--- src/hw/ohci_pkg.sv ---
/*
  Shared types and constants of the OHCI list service.
  Descriptor addresses are 16-byte aligned and carry address bits [31:4] only.
  Frame timing is scaled down and does not model a real 1 ms frame.
*/

package ohci_pkg;

  // upper bit set for the nonperiodic lists
  typedef enum logic [1:0] {
    ISOCHRONOUS = 2'b00,
    INTERRUPT   = 2'b01,
    CONTROL     = 2'b10,
    BULK        = 2'b11
  } channel_e;

  // address bits [31:4] of an ED or TD
  localparam int ED_ADDR_W = 28;

  // frame cycle counter width
  localparam int FRAME_CNT_W = 8;

  // first count of the periodic zone
  localparam logic [FRAME_CNT_W-1:0] PERIODIC_START = 8'd24;

  // control/bulk service ratio input width
  localparam int CBSR_W = 2;

endpackage

--- src/hw/ohci_nextis_if.sv ---
/*
  Next-descriptor handoff from the fetcher to the list service.
  valid is a one-cycle strobe and is only legal while ready is high.
*/

`timescale 1ns/1ns

interface ohci_nextis_if;

  logic                          valid;
  // 1 for an ED, 0 for a TD
  logic                          ed;
  ohci_pkg::channel_e            chan_type;
  logic [ohci_pkg::ED_ADDR_W-1:0] address;
  // registered level from the list service
  logic                          ready;

  modport source  (output valid, ed, chan_type, address, input ready);
  modport service (input valid, ed, chan_type, address, output ready);

endinterface

--- src/hw/ohci_edreg_if.sv ---
/*
  Link between the list service and the ED pointer registers.
  One shared write data bus feeds all three current pointers.
  Clear pulses also copy the head into the matching current pointer.
*/

`timescale 1ns/1ns

interface ohci_edreg_if;

  // current pointer updates from the list service
  logic                          period_we;
  logic                          control_we;
  logic                          bulk_we;
  logic [ohci_pkg::ED_ADDR_W-1:0] cur_wdata;
  // end of a head access
  logic                          control_clr;
  logic                          bulk_clr;

  // stored values
  logic [ohci_pkg::ED_ADDR_W-1:0] period_q;
  logic [ohci_pkg::ED_ADDR_W-1:0] control_q;
  logic [ohci_pkg::ED_ADDR_W-1:0] bulk_q;
  logic [ohci_pkg::ED_ADDR_W-1:0] controlhead_q;
  logic [ohci_pkg::ED_ADDR_W-1:0] bulkhead_q;
  logic                          control_active;
  logic                          bulk_active;

  modport service (
    output period_we, control_we, bulk_we, cur_wdata, control_clr, bulk_clr,
    input  period_q, control_q, bulk_q, controlhead_q, bulkhead_q,
    input  control_active, bulk_active
  );

  modport regs (
    input  period_we, control_we, bulk_we, cur_wdata, control_clr, bulk_clr,
    output period_q, control_q, bulk_q, controlhead_q, bulkhead_q,
    output control_active, bulk_active
  );

endinterface

--- src/hw/ohci_ed_regs.sv ---
/*
  ED pointer registers: period, control and bulk current plus two heads.
  A head write sets its active flag; a head rewrite in the clear cycle wins.
*/

`timescale 1ns/1ns

module ohci_ed_regs (
  input  logic                           clk_i,
  input  logic                           reset_i,
  input  logic                           controlhead_we_i,
  input  logic                           bulkhead_we_i,
  input  logic [ohci_pkg::ED_ADDR_W-1:0] head_addr_i,
  ohci_edreg_if.regs                     edreg
);

  logic [ohci_pkg::ED_ADDR_W-1:0] period_q;
  logic [ohci_pkg::ED_ADDR_W-1:0] control_q;
  logic [ohci_pkg::ED_ADDR_W-1:0] bulk_q;
  logic [ohci_pkg::ED_ADDR_W-1:0] controlhead_q;
  logic [ohci_pkg::ED_ADDR_W-1:0] bulkhead_q;
  logic                           control_active_q;
  logic                           bulk_active_q;

  always_ff @(posedge clk_i) begin
    if (reset_i) begin
      period_q         <= '0;
      control_q        <= '0;
      bulk_q           <= '0;
      controlhead_q    <= '0;
      bulkhead_q       <= '0;
      control_active_q <= 1'b0;
      bulk_active_q    <= 1'b0;
    end else begin
      if (edreg.period_we) begin
        period_q <= edreg.cur_wdata;
      end
      // head copy at the end of a head access
      if (edreg.control_clr) begin
        control_q <= controlhead_q;
      end else if (edreg.control_we) begin
        control_q <= edreg.cur_wdata;
      end
      if (edreg.bulk_clr) begin
        bulk_q <= bulkhead_q;
      end else if (edreg.bulk_we) begin
        bulk_q <= edreg.cur_wdata;
      end
      // host writes to the head registers
      if (controlhead_we_i) begin
        controlhead_q <= head_addr_i;
      end
      if (bulkhead_we_i) begin
        bulkhead_q <= head_addr_i;
      end
      // a new write keeps the flag set
      if (controlhead_we_i) begin
        control_active_q <= 1'b1;
      end else if (edreg.control_clr) begin
        control_active_q <= 1'b0;
      end
      if (bulkhead_we_i) begin
        bulk_active_q <= 1'b1;
      end else if (edreg.bulk_clr) begin
        bulk_active_q <= 1'b0;
      end
    end
  end

  assign edreg.period_q       = period_q;
  assign edreg.control_q      = control_q;
  assign edreg.bulk_q         = bulk_q;
  assign edreg.controlhead_q  = controlhead_q;
  assign edreg.bulkhead_q     = bulkhead_q;
  assign edreg.control_active = control_active_q;
  assign edreg.bulk_active    = bulk_active_q;

endmodule

--- src/hw/ohci_frame_zone.sv ---
/*
  Frame cycle counter; the frame starts nonperiodic and turns periodic.
  The count saturates, so a missing frame start leaves the frame periodic.
*/

`timescale 1ns/1ns

module ohci_frame_zone (
  input  logic clk_i,
  input  logic reset_i,
  input  logic frame_start_i,
  output logic periodic_o
);

  logic [ohci_pkg::FRAME_CNT_W-1:0] frame_cnt_q;
  logic                             frame_cnt_max;

  // all ones means saturated
  assign frame_cnt_max = &frame_cnt_q;

  always_ff @(posedge clk_i) begin
    if (reset_i) begin
      frame_cnt_q <= '0;
    end else if (frame_start_i) begin
      // restart at every frame boundary
      frame_cnt_q <= '0;
    end else if (!frame_cnt_max) begin
      frame_cnt_q <= frame_cnt_q + 1'b1;
    end
  end

  // periodic zone from PERIODIC_START to the end of the frame
  assign periodic_o = (frame_cnt_q >= ohci_pkg::PERIODIC_START);

endmodule

--- src/hw/ohci_ratio_counter.sv ---
/*
  Control/bulk service ratio counter.
  Counts control EDs since the last bulk ED or frame start.
  threshold_o stays high until a bulk ED is served or the frame restarts.
*/

`timescale 1ns/1ns

module ohci_ratio_counter (
  input  logic                        clk_i,
  input  logic                        reset_i,
  input  logic                        frame_start_i,
  input  logic [ohci_pkg::CBSR_W-1:0] cbsr_i,
  input  logic                        control_served_i,
  input  logic                        bulk_served_i,
  output logic                        threshold_o
);

  // one extra bit so the count can pass the largest ratio
  logic [ohci_pkg::CBSR_W:0] ratio_cnt_q;

  always_ff @(posedge clk_i) begin
    if (reset_i) begin
      ratio_cnt_q <= '0;
    end else if (frame_start_i || bulk_served_i) begin
      // clear wins over a control pulse
      ratio_cnt_q <= '0;
    end else if (control_served_i && !(&ratio_cnt_q)) begin
      ratio_cnt_q <= ratio_cnt_q + 1'b1;
    end
  end

  // ratio used up, next nonperiodic ED goes to bulk
  assign threshold_o = (ratio_cnt_q > {1'b0, cbsr_i});

endmodule

--- src/hw/ohci_listservice.sv ---
/*
  Chooses the next DMA read address and type with no register latency.
  Head accesses have priority and drop a nextis strobe in the same cycle.
  Every access is a read; there is no DMA back-pressure.
*/

`timescale 1ns/1ns

module ohci_listservice (
  input  logic                           clk_i,
  input  logic                           reset_i,
  input  logic                           periodic_i,
  input  logic                           threshold_i,
  ohci_nextis_if.service                 nextis,
  ohci_edreg_if.service                  edreg,
  output logic [ohci_pkg::ED_ADDR_W-1:0] dma_addr_o,
  output logic                           dma_valid_o,
  output ohci_pkg::channel_e             dma_type_o,
  output logic                           dma_is_ed_o
);

  logic any_active;
  logic bulk_head_acc;
  logic control_head_acc;
  logic nextis_accept;
  logic ed_accept;
  logic zone_mismatch;
  logic redirect;
  logic ready_q;

  // bulk head first, control head one cycle later
  assign any_active       = edreg.bulk_active || edreg.control_active;
  assign bulk_head_acc    = edreg.bulk_active;
  assign control_head_acc = edreg.control_active && !edreg.bulk_active;

  // strobe lost while a head is served
  assign nextis_accept = nextis.valid && !any_active;
  assign ed_accept     = nextis_accept && nextis.ed;

  // nonperiodic ED in the periodic zone or vice versa
  assign zone_mismatch = (nextis.chan_type[1] == periodic_i);
  assign redirect      = zone_mismatch || threshold_i;

  // remember the incoming ED in its own list
  assign edreg.cur_wdata  = nextis.address;
  assign edreg.period_we  = ed_accept && !nextis.chan_type[1];
  assign edreg.control_we = ed_accept && (nextis.chan_type == ohci_pkg::CONTROL);
  assign edreg.bulk_we    = ed_accept && (nextis.chan_type == ohci_pkg::BULK);

  // end the head access, copy head into current
  assign edreg.bulk_clr    = bulk_head_acc;
  assign edreg.control_clr = control_head_acc;

  always_comb begin
    dma_addr_o  = '0;
    dma_valid_o = 1'b0;
    dma_type_o  = ohci_pkg::ISOCHRONOUS;
    dma_is_ed_o = 1'b0;
    if (bulk_head_acc) begin
      dma_addr_o  = edreg.bulkhead_q;
      dma_valid_o = 1'b1;
      dma_type_o  = ohci_pkg::BULK;
      dma_is_ed_o = 1'b1;
    end else if (control_head_acc) begin
      dma_addr_o  = edreg.controlhead_q;
      dma_valid_o = 1'b1;
      dma_type_o  = ohci_pkg::CONTROL;
      dma_is_ed_o = 1'b1;
    end else if (nextis_accept) begin
      dma_valid_o = 1'b1;
      dma_is_ed_o = nextis.ed;
      // TD or ED of the right list passes through
      dma_addr_o  = nextis.address;
      dma_type_o  = nextis.chan_type;
      if (nextis.ed && redirect) begin
        if (periodic_i) begin
          // periodic zone resumes the period list
          dma_addr_o = edreg.period_q;
          dma_type_o = ohci_pkg::INTERRUPT;
        end else if (threshold_i) begin
          dma_addr_o = edreg.bulk_q;
          dma_type_o = ohci_pkg::BULK;
        end else begin
          dma_addr_o = edreg.control_q;
          dma_type_o = ohci_pkg::CONTROL;
        end
      end
    end
  end

  // not ready while a head is pending
  always_ff @(posedge clk_i) begin
    if (reset_i) begin
      ready_q <= 1'b0;
    end else begin
      ready_q <= !any_active;
    end
  end

  assign nextis.ready = ready_q;

endmodule

--- src/hw/ohci_list_top.sv ---
/*
  OHCI list service top with plain ports.
  nextis_valid_i is a one-cycle strobe, legal only while nextis_ready_o is high.
  The DMA request follows a valid strobe in the same cycle.
*/

`timescale 1ns/1ns

module ohci_list_top (
  input  logic                           clk_i,
  input  logic                           reset_i,
  input  logic                           frame_start_i,
  input  logic [ohci_pkg::CBSR_W-1:0]    cbsr_i,
  // host writes to the list heads
  input  logic                           controlhead_we_i,
  input  logic                           bulkhead_we_i,
  input  logic [ohci_pkg::ED_ADDR_W-1:0] head_addr_i,
  // next ED or TD from the fetcher
  input  logic                           nextis_valid_i,
  input  logic                           nextis_ed_i,
  input  ohci_pkg::channel_e             nextis_type_i,
  input  logic [ohci_pkg::ED_ADDR_W-1:0] nextis_address_i,
  output logic                           nextis_ready_o,
  // DMA read request
  output logic [ohci_pkg::ED_ADDR_W-1:0] nextreadaddress_o,
  output logic                           validdmaaccess_o,
  output ohci_pkg::channel_e             current_type_o,
  output logic                           current_ed_o
);

  logic periodic;
  logic threshold;
  logic control_served;
  logic bulk_served;

  ohci_nextis_if nextis_if_i ();
  ohci_edreg_if  edreg_if_i ();

  assign nextis_if_i.valid     = nextis_valid_i;
  assign nextis_if_i.ed        = nextis_ed_i;
  assign nextis_if_i.chan_type = nextis_type_i;
  assign nextis_if_i.address   = nextis_address_i;
  assign nextis_ready_o        = nextis_if_i.ready;

  // ratio counter fed from the issued ED accesses
  assign control_served = validdmaaccess_o && current_ed_o &&
                          (current_type_o == ohci_pkg::CONTROL);
  assign bulk_served    = validdmaaccess_o && current_ed_o &&
                          (current_type_o == ohci_pkg::BULK);

  ohci_ed_regs ohci_ed_regs_i (
    .clk_i            (clk_i),
    .reset_i          (reset_i),
    .controlhead_we_i (controlhead_we_i),
    .bulkhead_we_i    (bulkhead_we_i),
    .head_addr_i      (head_addr_i),
    .edreg            (edreg_if_i.regs)
  );

  ohci_frame_zone ohci_frame_zone_i (
    .clk_i         (clk_i),
    .reset_i       (reset_i),
    .frame_start_i (frame_start_i),
    .periodic_o    (periodic)
  );

  ohci_ratio_counter ohci_ratio_counter_i (
    .clk_i            (clk_i),
    .reset_i          (reset_i),
    .frame_start_i    (frame_start_i),
    .cbsr_i           (cbsr_i),
    .control_served_i (control_served),
    .bulk_served_i    (bulk_served),
    .threshold_o      (threshold)
  );

  ohci_listservice ohci_listservice_i (
    .clk_i       (clk_i),
    .reset_i     (reset_i),
    .periodic_i  (periodic),
    .threshold_i (threshold),
    .nextis      (nextis_if_i.service),
    .edreg       (edreg_if_i.service),
    .dma_addr_o  (nextreadaddress_o),
    .dma_valid_o (validdmaaccess_o),
    .dma_type_o  (current_type_o),
    .dma_is_ed_o (current_ed_o)
  );

endmodule

--- config.mk ---
export PLATFORM = sky130hd
export DESIGN_NAME = ohci_list_top
export DESIGN_NICKNAME = d
export VERILOG_FILES = /design/src/hw/ohci_pkg.sv /design/src/hw/ohci_nextis_if.sv /design/src/hw/ohci_edreg_if.sv /design/src/hw/ohci_ed_regs.sv /design/src/hw/ohci_frame_zone.sv /design/src/hw/ohci_ratio_counter.sv /design/src/hw/ohci_listservice.sv /design/src/hw/ohci_list_top.sv
export SDC_FILE = /design/constraint.sdc
export NUM_CORES = 1
export LEC_CHECK = 0
export ABC_AREA = 1
export BUFFER_PORTS_ARGS = -buffer_cell sky130_fd_sc_hd__buf_2
export CORE_MARGIN = 1.5
export CORE_UTILIZATION = 33
export CTS_CLUSTER_DIAMETER = 100
export CTS_CLUSTER_SIZE = 10
export DETAILED_ROUTE_END_ITERATION = 12
export GPL_TIMING_DRIVEN = 0
export PLACE_DENSITY = 0.6
export SETUP_SLACK_MARGIN = 0.1
export SLEW_MARGIN = 25
export SYNTH_ARGS = -nofsm -noshare
export SYNTH_HDL_FRONTEND = slang
export SYNTH_SLANG_ARGS = --single-unit
--- constraint.sdc ---
create_clock -name clk_i -period 4.1 [get_ports clk_i]
set_input_delay 0 -clock clk_i [delete_from_list [all_inputs] [get_ports clk_i]]
set_output_delay 0 -clock clk_i [all_outputs]
set_load 0.03 [all_outputs]
### Word-level counts from Yosys, hierarchy flattened

Cells that the tools add are included.

| operators by class | value |
|---|---|
| add/subtract/negate cells | 2 |
| reductions and logical operators | 25 |
| muxes and demuxes | 25 |
| magnitude comparators | 2 |
| eq/ne operators | 5 |

Operator list:

| kind | number |
|---|---|
| $mux 28 | 10 |
| $logic_and 1x1->1 | 11 |
| $mux 1 | 10 |
| $mux 2 | 5 |
| $add 8x1->8 const B | 1 |
| $eq 2x2->1 const B | 4 |
| $ge 8x5->1 const B | 1 |
| $reduce_and 8->1 | 1 |
| $reduce_bool 2->1 | 3 |
| $logic_not 1->1 | 4 |
| $reduce_or 2->1 | 2 |
| $add 3x1->3 const B | 1 |
| $gt 3x2->1 | 1 |
| $logic_or 1x1->1 | 3 |
| $reduce_and 3->1 | 1 |
| $eq 1x1->1 | 1 |

| word-level totals | value |
|---|---|
| logic and storage cells | 69 |
| output and inout bits | 33 |
| register bits | 154 |
| input port bits | 67 |

### Longest topological paths before layout

Gate-level depths: netlist of run 1.

| depth | value |
|---|---|
| depth after elaboration | 12 |
| depth in mapped cells | 14 |
| depth with buffers taken out | 13 |

### Modules after synthesis

From an unflattened synthesis of run 1, not the netlist that was laid out.

| second synthesis, totals | value |
|---|---|
| cell total of the unflattened synthesis | 1379 |
| area, all modules | 8687.1 sq um |

Modules (own cells, without submodules):

| module | cells each | sequential area each (sq um) | instances | area an instance (sq um) |
|---|---|---|---|---|
| ohci_ed_regs | 852 | 2842.7 | 1 | 5962.0 |
| ohci_listservice | 425 | 20.0 | 1 | 2023.2 |
| ohci_frame_zone | 66 | 160.2 | 1 | 467.9 |
| ohci_ratio_counter | 30 | 60.1 | 1 | 211.5 |
| ohci_list_top | 6 | 0.0 | 1 | 22.5 |

### Least setup slack after synthesis of run 1

No wires, ideal clock.

| timing | value |
|---|---|
| path kind | register -> output |
| start point | register ohci_ratio_counter_i.ratio_cnt_q[0] in the netlist's numbering |
| end point | output nextreadaddress_o[17] in the netlist's numbering |
| cell stages (with the launch flop) | 12 |
| slack | 2259 ps |
| path buffers | 2 |
| required time | 4100 ps |
| arrival time | 1841 ps |
| path through | dfxtp_1 inv_1 ha_1 nand3_1 buf_2 clkbuf_1 nand3_1 a21oi_1 nand2_1 nand2_1 o21ai_0 nand3_1 |

| between the ends | value |
|---|---|
| cells in the longest elaborated chain, start to end | 7 |
| elaborated cells on any way between the ends | 9 |
| those cells by class | order compare: 1; mux: 6; reduce/logical: 2 |

Ends and longest elaborated chain:

| item | RTL line | source |
|---|---|---|
| from (decl) | ohci_ratio_counter.sv:20 | `logic [ohci_pkg::CBSR_W:0] ratio_cnt_q;` |
| from (signal assigned) | ohci_ratio_counter.sv:29 | `ratio_cnt_q <= ratio_cnt_q + 1'b1;` |
| $gt 3x2->1 * | ohci_ratio_counter.sv:34 | `assign threshold_o = (ratio_cnt_q > {1'b0, cbsr_i});` |
| $mux 28 or $logic_or 1x1->1 (tied branches) | ohci_listservice.sv:80, ohci_listservice.sv:42 |  |
| $mux 28 or $logic_and 1x1->1 (tied branches) | ohci_listservice.sv:76, ohci_listservice.sv:75 |  |
| $mux 28 * | ohci_listservice.sv:75 | `if (nextis.ed && redirect) begin` |
| $mux 28 * | ohci_listservice.sv:69 | `end else if (nextis_accept) begin` |
| $mux 28 * | ohci_listservice.sv:64 | `end else if (control_head_acc) begin` |
| $mux 28 * | ohci_listservice.sv:59 | `if (bulk_head_acc) begin` |
| to (decl) | ohci_list_top.sv:25 | `output logic [ohci_pkg::ED_ADDR_W-1:0] nextreadaddress_o,` |

Every way passes the cells marked *; elsewhere a longest branch is shown, timed or not.

### Worst setup path after layout of run 1

| timing | value |
|---|---|
| start point | register ohci_ratio_counter_i.ratio_cnt_q[0] in the netlist's numbering |
| end point | output nextreadaddress_o[19] in the netlist's numbering |

The elaborated chain is that of the path after synthesis.

==> results_dict.tcl, run 1 <==
set metrics [dict create \
    skew_ns 0.0111 \
    yosys-top-cells-count "nand2_1, dfxtp_1, nand3_1" \
    gp_congestion 0.897 \
    r2r-end "ohci_ratio_counter_i.ratio_cnt_q[2]$_SDFFE_PP0P_" \
    vias 7981 \
    max_freq_mhz 346 \
    fp.dieArea_sq_mm 0.0233 \
    crit_cells 12 \
    cp_top_family "buffers and inverters" \
    core-area_sq_mm 0.0219 \
    post_dp_cell_area_sq_mm 0.00824 \
    rsz0062_at_grt "false" \
    crit_type "register to output pin" \
    routedWlPerCell_um 16.4 \
    synth_area_leaders "dfxtp_1, nand2_1, nand3_1, a21oi_1, a31oi_1" \
    synth_area_sq_mm 0.00740 \
    h-tree-depth 4 \
    reg2reg_from "ohci_ratio_counter_i.ratio_cnt_q[0]$_SDFFE_PP0P_" \
    final.min_clock_period_ns 2.89 \
    wirelength_mm 25.2 \
    post-route-period-util_pct 70.5 \
    crit_path_end_kind "output pin" \
    crit_start "ohci_ratio_counter_i.ratio_cnt_q[0]$_SDFFE_PP0P_" \
    synth.most_common_cell "nand2_1" \
    worst_pin_slew_ns 0.681 \
    cts.repair.resized 0 \
    p_per_area_mw_per_mm2 400 \
    slew_headroom_pct 54.6 \
    ys_ff_latch 154 \
    fillers 2361 \
    drv_slew 0 \
    die_h_um 153 \
    critPathBufInv 4 \
    r2r.worst_path.cells 11 \
    arrival_ns 2.89 \
    dr.pass1.iters 5 \
    setup_tns_ns 0 \
    async_flop_share_pct 0 \
    hold_viol_final 0 \
    stdcell_area_sq_mm 0.00944 \
    drtIter0Drc 576 \
    setup_viol 0 \
    cp_max_fo 10 \
    track_usage_pct 21.5 \
    rows 54 \
    setup_slack_ns 1.21 \
    syn2layout_area_growth_pct 27.6 \
    required_ns 4.10 \
    p_leak_nw 3.77 \
    hpwl_mm 18.3 \
    die_w_um 153 \
    clk_latency_ns 0.44 \
    ys_seq_area_share_pct 41.7 \
    syn_nets 1147 \
    synth_top_area_share_pct 41.7 \
    cap_viol_max_count 0 \
    pre_cts_ws_ns 1.71 \
    crit_path_max_incr_delay_ns 0.47 \
    synth_edf_count 0 \
    grt_max_degree 19 \
    status "completed" \
    ys.flop_type "dfxtp_1" \
    layout-drive-gt1-share_pct 14.1 \
    grt_pass1_vias 7540 \
    clk_pin_slew_ns 0.07 \
    ant_nets 0 \
    path_cells "inv_1 -> ha_1 -> nand3_1 -> buf_2 -> clkbuf_1 -> nand3_1 -> a21oi_1 -> nand2_1 -> nand2_1 -> o21ai_0 -> nand3_1 -> buf_2" \
    start_util_pct 33.8 \
    root_buffer "clkbuf_16" \
    clock_path_buffers 2 \
    r2r_setup_slack_ns 2.05 \
    portBuffers 98 \
    worst_path_most_repeated_cell "nand3_1" \
    critPathLaunchType "register" \
    synth_top_area_cell "dfxtp_1" \
    grt_pass1_wl_mm 40.1 \
    netlist_instances 1074 \
    numCtsBuffers 17 \
    slowest_stage "clkbuf_1" \
    clkSinkCount 154 \
    hp-class "input port to register" \
    avgViaCountPerCell 5.18 \
    postSynthAreaPerCell_sq_um 6.89 \
    pin_count 100 \
    ys_types 28 \
    peakVddDrop_v 0.000247 \
    grt_overflow 0 \
    drc 0 \
    num_antenna_cells 0 \
    crit_path_end "nextreadaddress_o[19]" \
    final_nets 1321 \
    cts_tree "done" \
    antenna_found_initial 0 \
    yosys_warnings 0 \
]
==> cells by family after synthesis <==
logic type	after synthesis	synth area share (%)
and+or+nand+nor	561	31.7
AOI/OAI and AO/OA	212	16.2
DFF	154	41.7
buffers and inverters	136	8.73
adders and majority gates	6	1.01
xor gates and xnor gates	4	0.474
muxes	1	0.135
==> state kept, by name, indices dropped and copies added, names as in the netlist <==
name and cells:
ohci_ed_regs_i.edreg.bulk_active 1, ohci_ed_regs_i.edreg.bulk_q 28, ohci_ed_regs_i.edreg.bulkhead_q 28, ohci_ed_regs_i.edreg.control_active 1
ohci_ed_regs_i.edreg.control_q 28, ohci_ed_regs_i.edreg.controlhead_q 28, ohci_ed_regs_i.edreg.period_q 28, ohci_frame_zone_i.frame_cnt_q 8
ohci_listservice_i.nextis.ready 1, ohci_ratio_counter_i.ratio_cnt_q 3
==> where the power goes <==
part | leakage [nW] | internal (mW) | switching (mW)
Clock | 0.304 | 0.885 | 0.773
Combinational | 2.20 | 0.178 | 0.352
Sequential | 1.26 | 1.56 | 0.0316
==> through the flow <==
step	utilization (%)	power [mW]	hold slack, ns	cells
after global placement	37.6	2.10	0.263	1452
after floorplan	-	1.92	0.140	1074
after detailed placement	37.6	2.10	0.264	1452
after global routing	43.1	3.92	0.0817	1541
final	43.1	3.78	0.0770	1541
after CTS	43.1	3.78	0.0751	1541
==> per-layer routing <==
layer	GRT usage [%]	up-vias	share of wire (%)	routed length [um]
met5	0	-	0	0
met4	6.91	0	2.2	557
met3	3.87	46	7.7	1950
met2	33.9	321	45	11300
met1	29.8	3672	45	11500
li1	-	3942	-	-
==> layout make-up <==
cell class              instances  area (sq um)  share of cell area (%)
multi-input cells             784          3670                    38.9
clock inverters                15           203                    2.15
well taps                     280           350                    3.71
flip-flops and latches        154          3080                    32.7
clock buffers                  17           425                    4.51
inverters                      55           206                    2.19
plain buffers                  81           439                    4.65
repair buffers                155          1060                    11.2
==> worst min-delay path by stage <==
stage               depth (start not counted)                                                 end  slack [ns]             start
finish                                      5      ohci_ed_regs_i.edreg.control_q[3]$_SDFFE_PP0P_        0.08  nextis_type_i[0]
global route                                5      ohci_ed_regs_i.edreg.control_q[6]$_SDFFE_PP0P_        0.08  nextis_type_i[0]
CTS                                         4  ohci_ed_regs_i.edreg.controlhead_q[1]$_SDFFE_PP0P_        0.08  controlhead_we_i
detailed placement                          3     ohci_ed_regs_i.edreg.bulkhead_q[4]$_SDFFE_PP0P_        0.26    head_addr_i[4]
global placement                            3    ohci_ed_regs_i.edreg.bulkhead_q[25]$_SDFFE_PP0P_        0.26   head_addr_i[25]
floorplan                                   2     ohci_ed_regs_i.edreg.bulkhead_q[0]$_SDFFE_PP0P_        0.14    head_addr_i[0]
==> cells in the final DEF (no fill, tap or decap), drive strengths merged <==
cell type,netlist,routed
nand2,359,359
dfxtp,154,154
buf,45,143
nand3,121,121
a21oi,95,95
inv,55,62
dlygate4sd3,0,57
a31oi,56,56
clkbuf,36,53
nor2,45,45
o21ai,33,33
nor3,31,31
a211oi,28,28
clkinv,0,7
ha,6,6
nand4,5,5
xnor2,2,2
xor2,2,2
mux2i,1,1
bufinv,0,1
==> repair_timing <==
action | CTS | global route
endpoints found under the hold margin | 150 | 0
hold buffers | 57 | 0
setup buffers | 0 | 0
==> tightest hold or removal path, stage by stage <==
cell	delay (ns)
buf_2	0.10
nor3_2	0.06
buf_6	0.16
nand3_1	0.08
a31oi_1	0.07
Power figures use the tool's default switching activity.
==> run 2, diff against run 1 <==
Settings changed: PLACE_DENSITY 0.6 to 0.61.
Clock period 4.1 ns to 2.4 ns, I/O delays scaled along.
==> run 2 against run 1 <==
Global-route usage is 1.0 points higher. Final cell count grew 0.84%. Die area stayed put. Non-clock buffer count grew 13. Clock-buffer cell count did not move. Sequential cell count did not move. Largest power group unchanged. Combinational power increased by 120%. First-iteration DRC count grew 10%. Critical path type unchanged.
==> results_dict.tcl, run 2 (synthesis gave the netlist of run 1 again) <==
set metrics [dict create \
    p_per_area_mw_per_mm2 642 \
    rsz0062_at_grt "true" \
    setup_tns_ns 0 \
    peakVddDrop_v 0.000320 \
    post-route-period-util_pct 98.0 \
    root_buffer "clkbuf_16" \
    required_ns 2.40 \
    drtIter0Drc 635 \
    skew_ns 0.00682 \
    syn2layout_area_growth_pct 43.3 \
    report.power.total_mw 6.81 \
    die_h_um 153 \
    numCtsBuffers 17 \
    drv_slew 0 \
    cts_tree "done" \
    num_antenna_cells 0 \
    post-place-cells 1452 \
    max_freq_mhz 425 \
    arrival_ns 2.35 \
    grt_pass1_wl_mm 41.7 \
    fillers 2183 \
    grt_max_degree 17 \
    gp_congestion 0.938 \
    setup_viol 0 \
    layout_commonest_cell "nand2_1" \
    fin_cells 1554 \
    routedWlPerCell_um 17.3 \
    crit_type "register to output pin" \
    clkSinkCount 154 \
    p_leak_nw 4.27 \
    critPathLaunchType "register" \
    track_usage_pct 22.6 \
    pin_count 100 \
    clk_latency_ns 0.44 \
    h-tree-depth 4 \
    vias 8184 \
    hp-class "input port to register" \
    wirelength_mm 26.9 \
    crit_path_end_kind "output pin" \
    grt_overflow 0 \
    clock_path_buffers 2 \
    final_nets 1334 \
    antenna_found_initial 0 \
    mostFrequentLayoutCells "nand2_1, dfxtp_1, nand3_1, a21oi_1, buf_2" \
    worst_pin_slew_ns 0.663 \
    cp_max_fo 12 \
    status "completed" \
    cap_viol_max_count 0 \
    fp.dieArea_sq_mm 0.0233 \
    hold_viol_final 0 \
    final.min_clock_period_ns 2.35 \
    clk_pin_slew_ns 0.07 \
    layout-drive-gt1-share_pct 25.4 \
    ant_nets 0 \
    dr.pass1.iters 5 \
    rows 54 \
    start_util_pct 33.8 \
    core-area_sq_mm 0.0219 \
    portBuffers 98 \
    avgViaCountPerCell 5.27 \
    die_w_um 153 \
    slew_headroom_pct 55.8 \
    hpwl_mm 18.3 \
    drc 0 \
    final_core_util_pct 48.4 \
    grt_pass1_vias 7898 \
]
[run 2: changes by cell type in the layout (fill, tap and decap cells not counted), moves of 10 or more]
cell     previous run  this run
nand2_2             2        23
nand3_1           120        94
buf_2             121        84
nor3_1             29         1
o21ai_1            14         4
nand2_1           357       328
o21ai_0            19         5
buf_6               3        35
nand3_2             1        24
o21ai_2             0        24
nor3_2              2        27
[run 2: power breakdown]
group	total [mW]	internal, mW	switching (mW)
logic	1.15	0.459	0.695
clock network	2.94	1.69	1.25
registers	2.72	2.66	0.0560
total	6.81	4.81	2.00
[run 2: layout make-up]
cell class / instances / area, sq um / area share, %
Buffer: 79 / 602 / 5.68
Clock inverter: 15 / 208 / 1.96
Sequential cell: 154 / 3090 / 29.1
Timing Repair Buffer: 170 / 1470 / 13.9
Inverter: 55 / 219 / 2.07
Multi-Input combinational cell: 784 / 4240 / 40.0
Clock buffer: 17 / 425 / 4.01
Tap cell: 280 / 350 / 3.30
[run 2: critical path: stages, from the launching register on]
cell and delay, ns:
dfxtp_2 0.34, ha_4 0.15, nor2_1 0.18, nand2_4 0.09, nand2_4 0.11, nand3_4 0.10
nand2_8 0.10, buf_12 0.12, inv_12 0.05, clkbuf_16 0.15, nand2_2 0.05, nand2_1 0.05
o21ai_2 0.15, nand3_2 0.11, buf_6 0.16
[run 2: per-stage QoR]
stage               hold WS, ns  setup WS (ns)  area (sq um)
finish                   0.0779         0.0475         10600
floorplan                 0.140          0.559          7400
global route             0.0822        -0.0492         10600
CTS                      0.0714        0.00533         10200
global placement          0.260       -0.00233          8240
detailed placement        0.263         0.0268          8240
[run 2: routing by layer]
metal	up-vias	global-route usage (%)	share of wire, %
li1	3974	-	-
met1	3821	30.2	45
met2	339	35.9	46
met3	50	4.35	7.1
met4	0	8.47	2.4
met5	-	0	0
[run 2: worst paths after layout]
path,start,endpoint,slack (ns),cells after the start
max,ohci_ratio_counter_i.ratio_cnt_q[1]$_SDFFE_PP0P_,nextreadaddress_o[7],0.05,14
min,nextis_type_i[0],ohci_ed_regs_i.edreg.control_q[27]$_SDFFE_PP0P_,0.08,5
max reg2reg,ohci_ed_regs_i.edreg.bulk_active$_SDFF_PP0_,ohci_ed_regs_i.edreg.bulk_q[0]$_SDFFE_PP0P_,0.20,10
min reg2reg,ohci_ed_regs_i.edreg.bulkhead_q[24]$_SDFFE_PP0P_,ohci_ed_regs_i.edreg.bulkhead_q[24]$_SDFFE_PP0P_,0.46,2
[run 2: what timing repair did]
action	in CTS	in global routing
hold buffers	57	0
hold endpoints to repair	150	0
setup buffers	9	1
resized for setup	166	110
endpoints found under the setup margin	29	29
pin swaps	30	45
cloned	4	2
==> run 3, diff against run 2 <==
Settings changed: CTS_BUF_LIST set to sky130_fd_sc_hd__clkbuf_4.
==> run 3 against run 2 <==
The flow now finishes with violations (setup timing). Utilization fell by 1.8 points. Clock power fell by 36%. First-iteration DRC count fell by 9.8%. Sequential power barely moved. Power fell by 16%. Critical endpoint unchanged.
==> results_dict.tcl, run 3 (synthesis gave the netlist of run 1 again) <==
set metrics [dict create \
    report.power.total_mw 5.73 \
    wirelength_mm 26.3 \
    die_w_um 153 \
    h-tree-depth 4 \
    clk_pin_slew_ns 0.15 \
    syn2layout_area_growth_pct 38.0 \
    status "complete, but fails checks" \
    final_core_util_pct 46.7 \
    hp-class "input port to register" \
    final.min_clock_period_ns 2.50 \
    fp.dieArea_sq_mm 0.0233 \
    p_leak_nw 4.12 \
    grt_pass1_vias 7937 \
    slew_headroom_pct 55.3 \
    grt_pass1_wl_mm 41.5 \
    dr.pass1.iters 8 \
    ant_nets 0 \
    hpwl_mm 18.3 \
    layout_commonest_cell "nand2_1" \
    arrival_ns 2.50 \
    avgViaCountPerCell 5.14 \
    worst_pin_slew_ns 0.671 \
    grt_max_degree 17 \
    skew_ns 0.0154 \
    portBuffers 98 \
    drv_slew 0 \
    clock_path_buffers 2 \
    core-area_sq_mm 0.0219 \
    grt_overflow 0 \
    crit_type "register to output pin" \
    holdCritStartpoint "nextis_ed_i" \
    min_to "ohci_ratio_counter_i.ratio_cnt_q[1]$_SDFFE_PP0P_" \
    r2r-end "ohci_ed_regs_i.edreg.control_q[22]$_SDFFE_PP0P_" \
    setup_slack_ns -0.0983 \
    pre_cts_ws_ns 0.0268 \
    max_freq_mhz 400 \
    setup_viol 28 \
    mostFrequentLayoutCells "nand2_1, dfxtp_1, nand3_1, a21oi_1, buf_2" \
    peakVddDrop_v 0.000309 \
    drtIter0Drc 573 \
    r2r.worst_path.cells 10 \
    clk_latency_ns 0.59 \
    post-route-period-util_pct 104 \
    routedWlPerCell_um 16.8 \
    reg2reg_from "ohci_ed_regs_i.edreg.bulk_active$_SDFF_PP0_" \
    track_usage_pct 22.4 \
    violations "setup timing" \
    layout-drive-gt1-share_pct 22.1 \
    numCtsBuffers 17 \
    p_per_area_mw_per_mm2 561 \
    start_util_pct 33.8 \
    drc 0 \
    hold_depth 7 \
    clkSinkCount 154 \
    vias 8050 \
    gp_congestion 0.938 \
    cap_viol_max_count 0 \
    hold_viol_final 0 \
    rows 54 \
    rsz0062_at_grt "true" \
    required_ns 2.40 \
    cts_tree "done" \
    root_buffer "clkbuf_4" \
    pin_count 100 \
    critPathLaunchType "register" \
    antenna_found_initial 1 \
    cp_max_fo 5 \
    die_h_um 153 \
    r2r_setup_slack_ns 0.19 \
    crit_path_end_kind "output pin" \
    final_nets 1346 \
]
==> run 3: cell count changes in the layout (fill, tap and decap cells not counted), sizes merged <==
cell	delta
buf	+1
clkbuf	-5
diode	+1
dlygate4sd3	+16
==> run 3: power by group <==
group	switching (mW)	internal, mW
combinational	0.672	0.447
sequential	0.0551	2.66
clock	1.12	0.771
total	1.85	3.88
==> run 3: worst max path at each step <==
stage	to	depth (start not counted)	slack [ns]	from
floorplan	nextreadaddress_o[17]	11	0.56	ohci_ratio_counter_i.ratio_cnt_q[0]$_SDFFE_PP0P_
global placement	nextreadaddress_o[19]	12	-0.002	ohci_ratio_counter_i.ratio_cnt_q[0]$_SDFFE_PP0P_
detailed placement	nextreadaddress_o[19]	12	0.03	ohci_ratio_counter_i.ratio_cnt_q[0]$_SDFFE_PP0P_
CTS	nextreadaddress_o[10]	13	-0.17	ohci_ratio_counter_i.ratio_cnt_q[1]$_SDFFE_PP0P_
global route	nextreadaddress_o[17]	12	-0.22	ohci_ratio_counter_i.ratio_cnt_q[1]$_SDFFE_PP0P_
finish	nextreadaddress_o[7]	12	-0.1	ohci_ratio_counter_i.ratio_cnt_q[0]$_SDFFE_PP0P_
==> run 3: what timing repair did <==
item,CTS,global route
setup endpoints to repair,29,29
gates cloned,2,0
gates resized for setup,156,76
hold endpoints to repair,152,0
pin swaps,39,37
hold buffers,73,0
setup buffers,7,3
==> run 3: per-layer routing <==
layer / wire [um] / share of wire (%) / global-route usage, %
met1: 11900 / 45 / 30.3
met2: 12000 / 45 / 35.4
met3: 1860 / 7.0 / 4.44
met4: 577 / 2.2 / 7.65
met5: 0 / 0 / 0
==> run 3: per-stage QoR <==
step,instance area [sq um],std cells,setup TNS (ns),hold WS [ns]
2_1_floorplan,7400,1074,0,0.140
3_3_place_gp,8240,1452,-0.00233,0.260
3_5_place_dp,8240,1452,0,0.263
4_1_cts,9920,1565,-3.71,0.0515
5_1_grt,10200,1567,-5.14,0.130
6_report,10200,1567,-1.49,0.127
==> run 3: cell type report <==
type | instances | area [sq um]
fillers | 2256 | 11700
multi-input cells | 784 | 4110
flip-flops and latches | 154 | 3090
repair buffers | 181 | 1530
plain buffers | 80 | 588
well taps | 280 | 350
inverters | 55 | 211
clock inverters | 15 | 208
clock buffers | 17 | 128
diodes | 1 | 2.50
==> run 3: worst max-delay path, cell delays in order (launching register included) <==
cell     delay (ns)
dfxtp_2        0.37
inv_2          0.05
ha_4           0.25
nand3_2        0.09
nand2_4        0.14
nand3_4        0.10
nand2_8        0.10
buf_12         0.14
buf_8          0.13
nor3_2         0.05
o21ai_2        0.20
nand3_2        0.12
buf_6          0.16
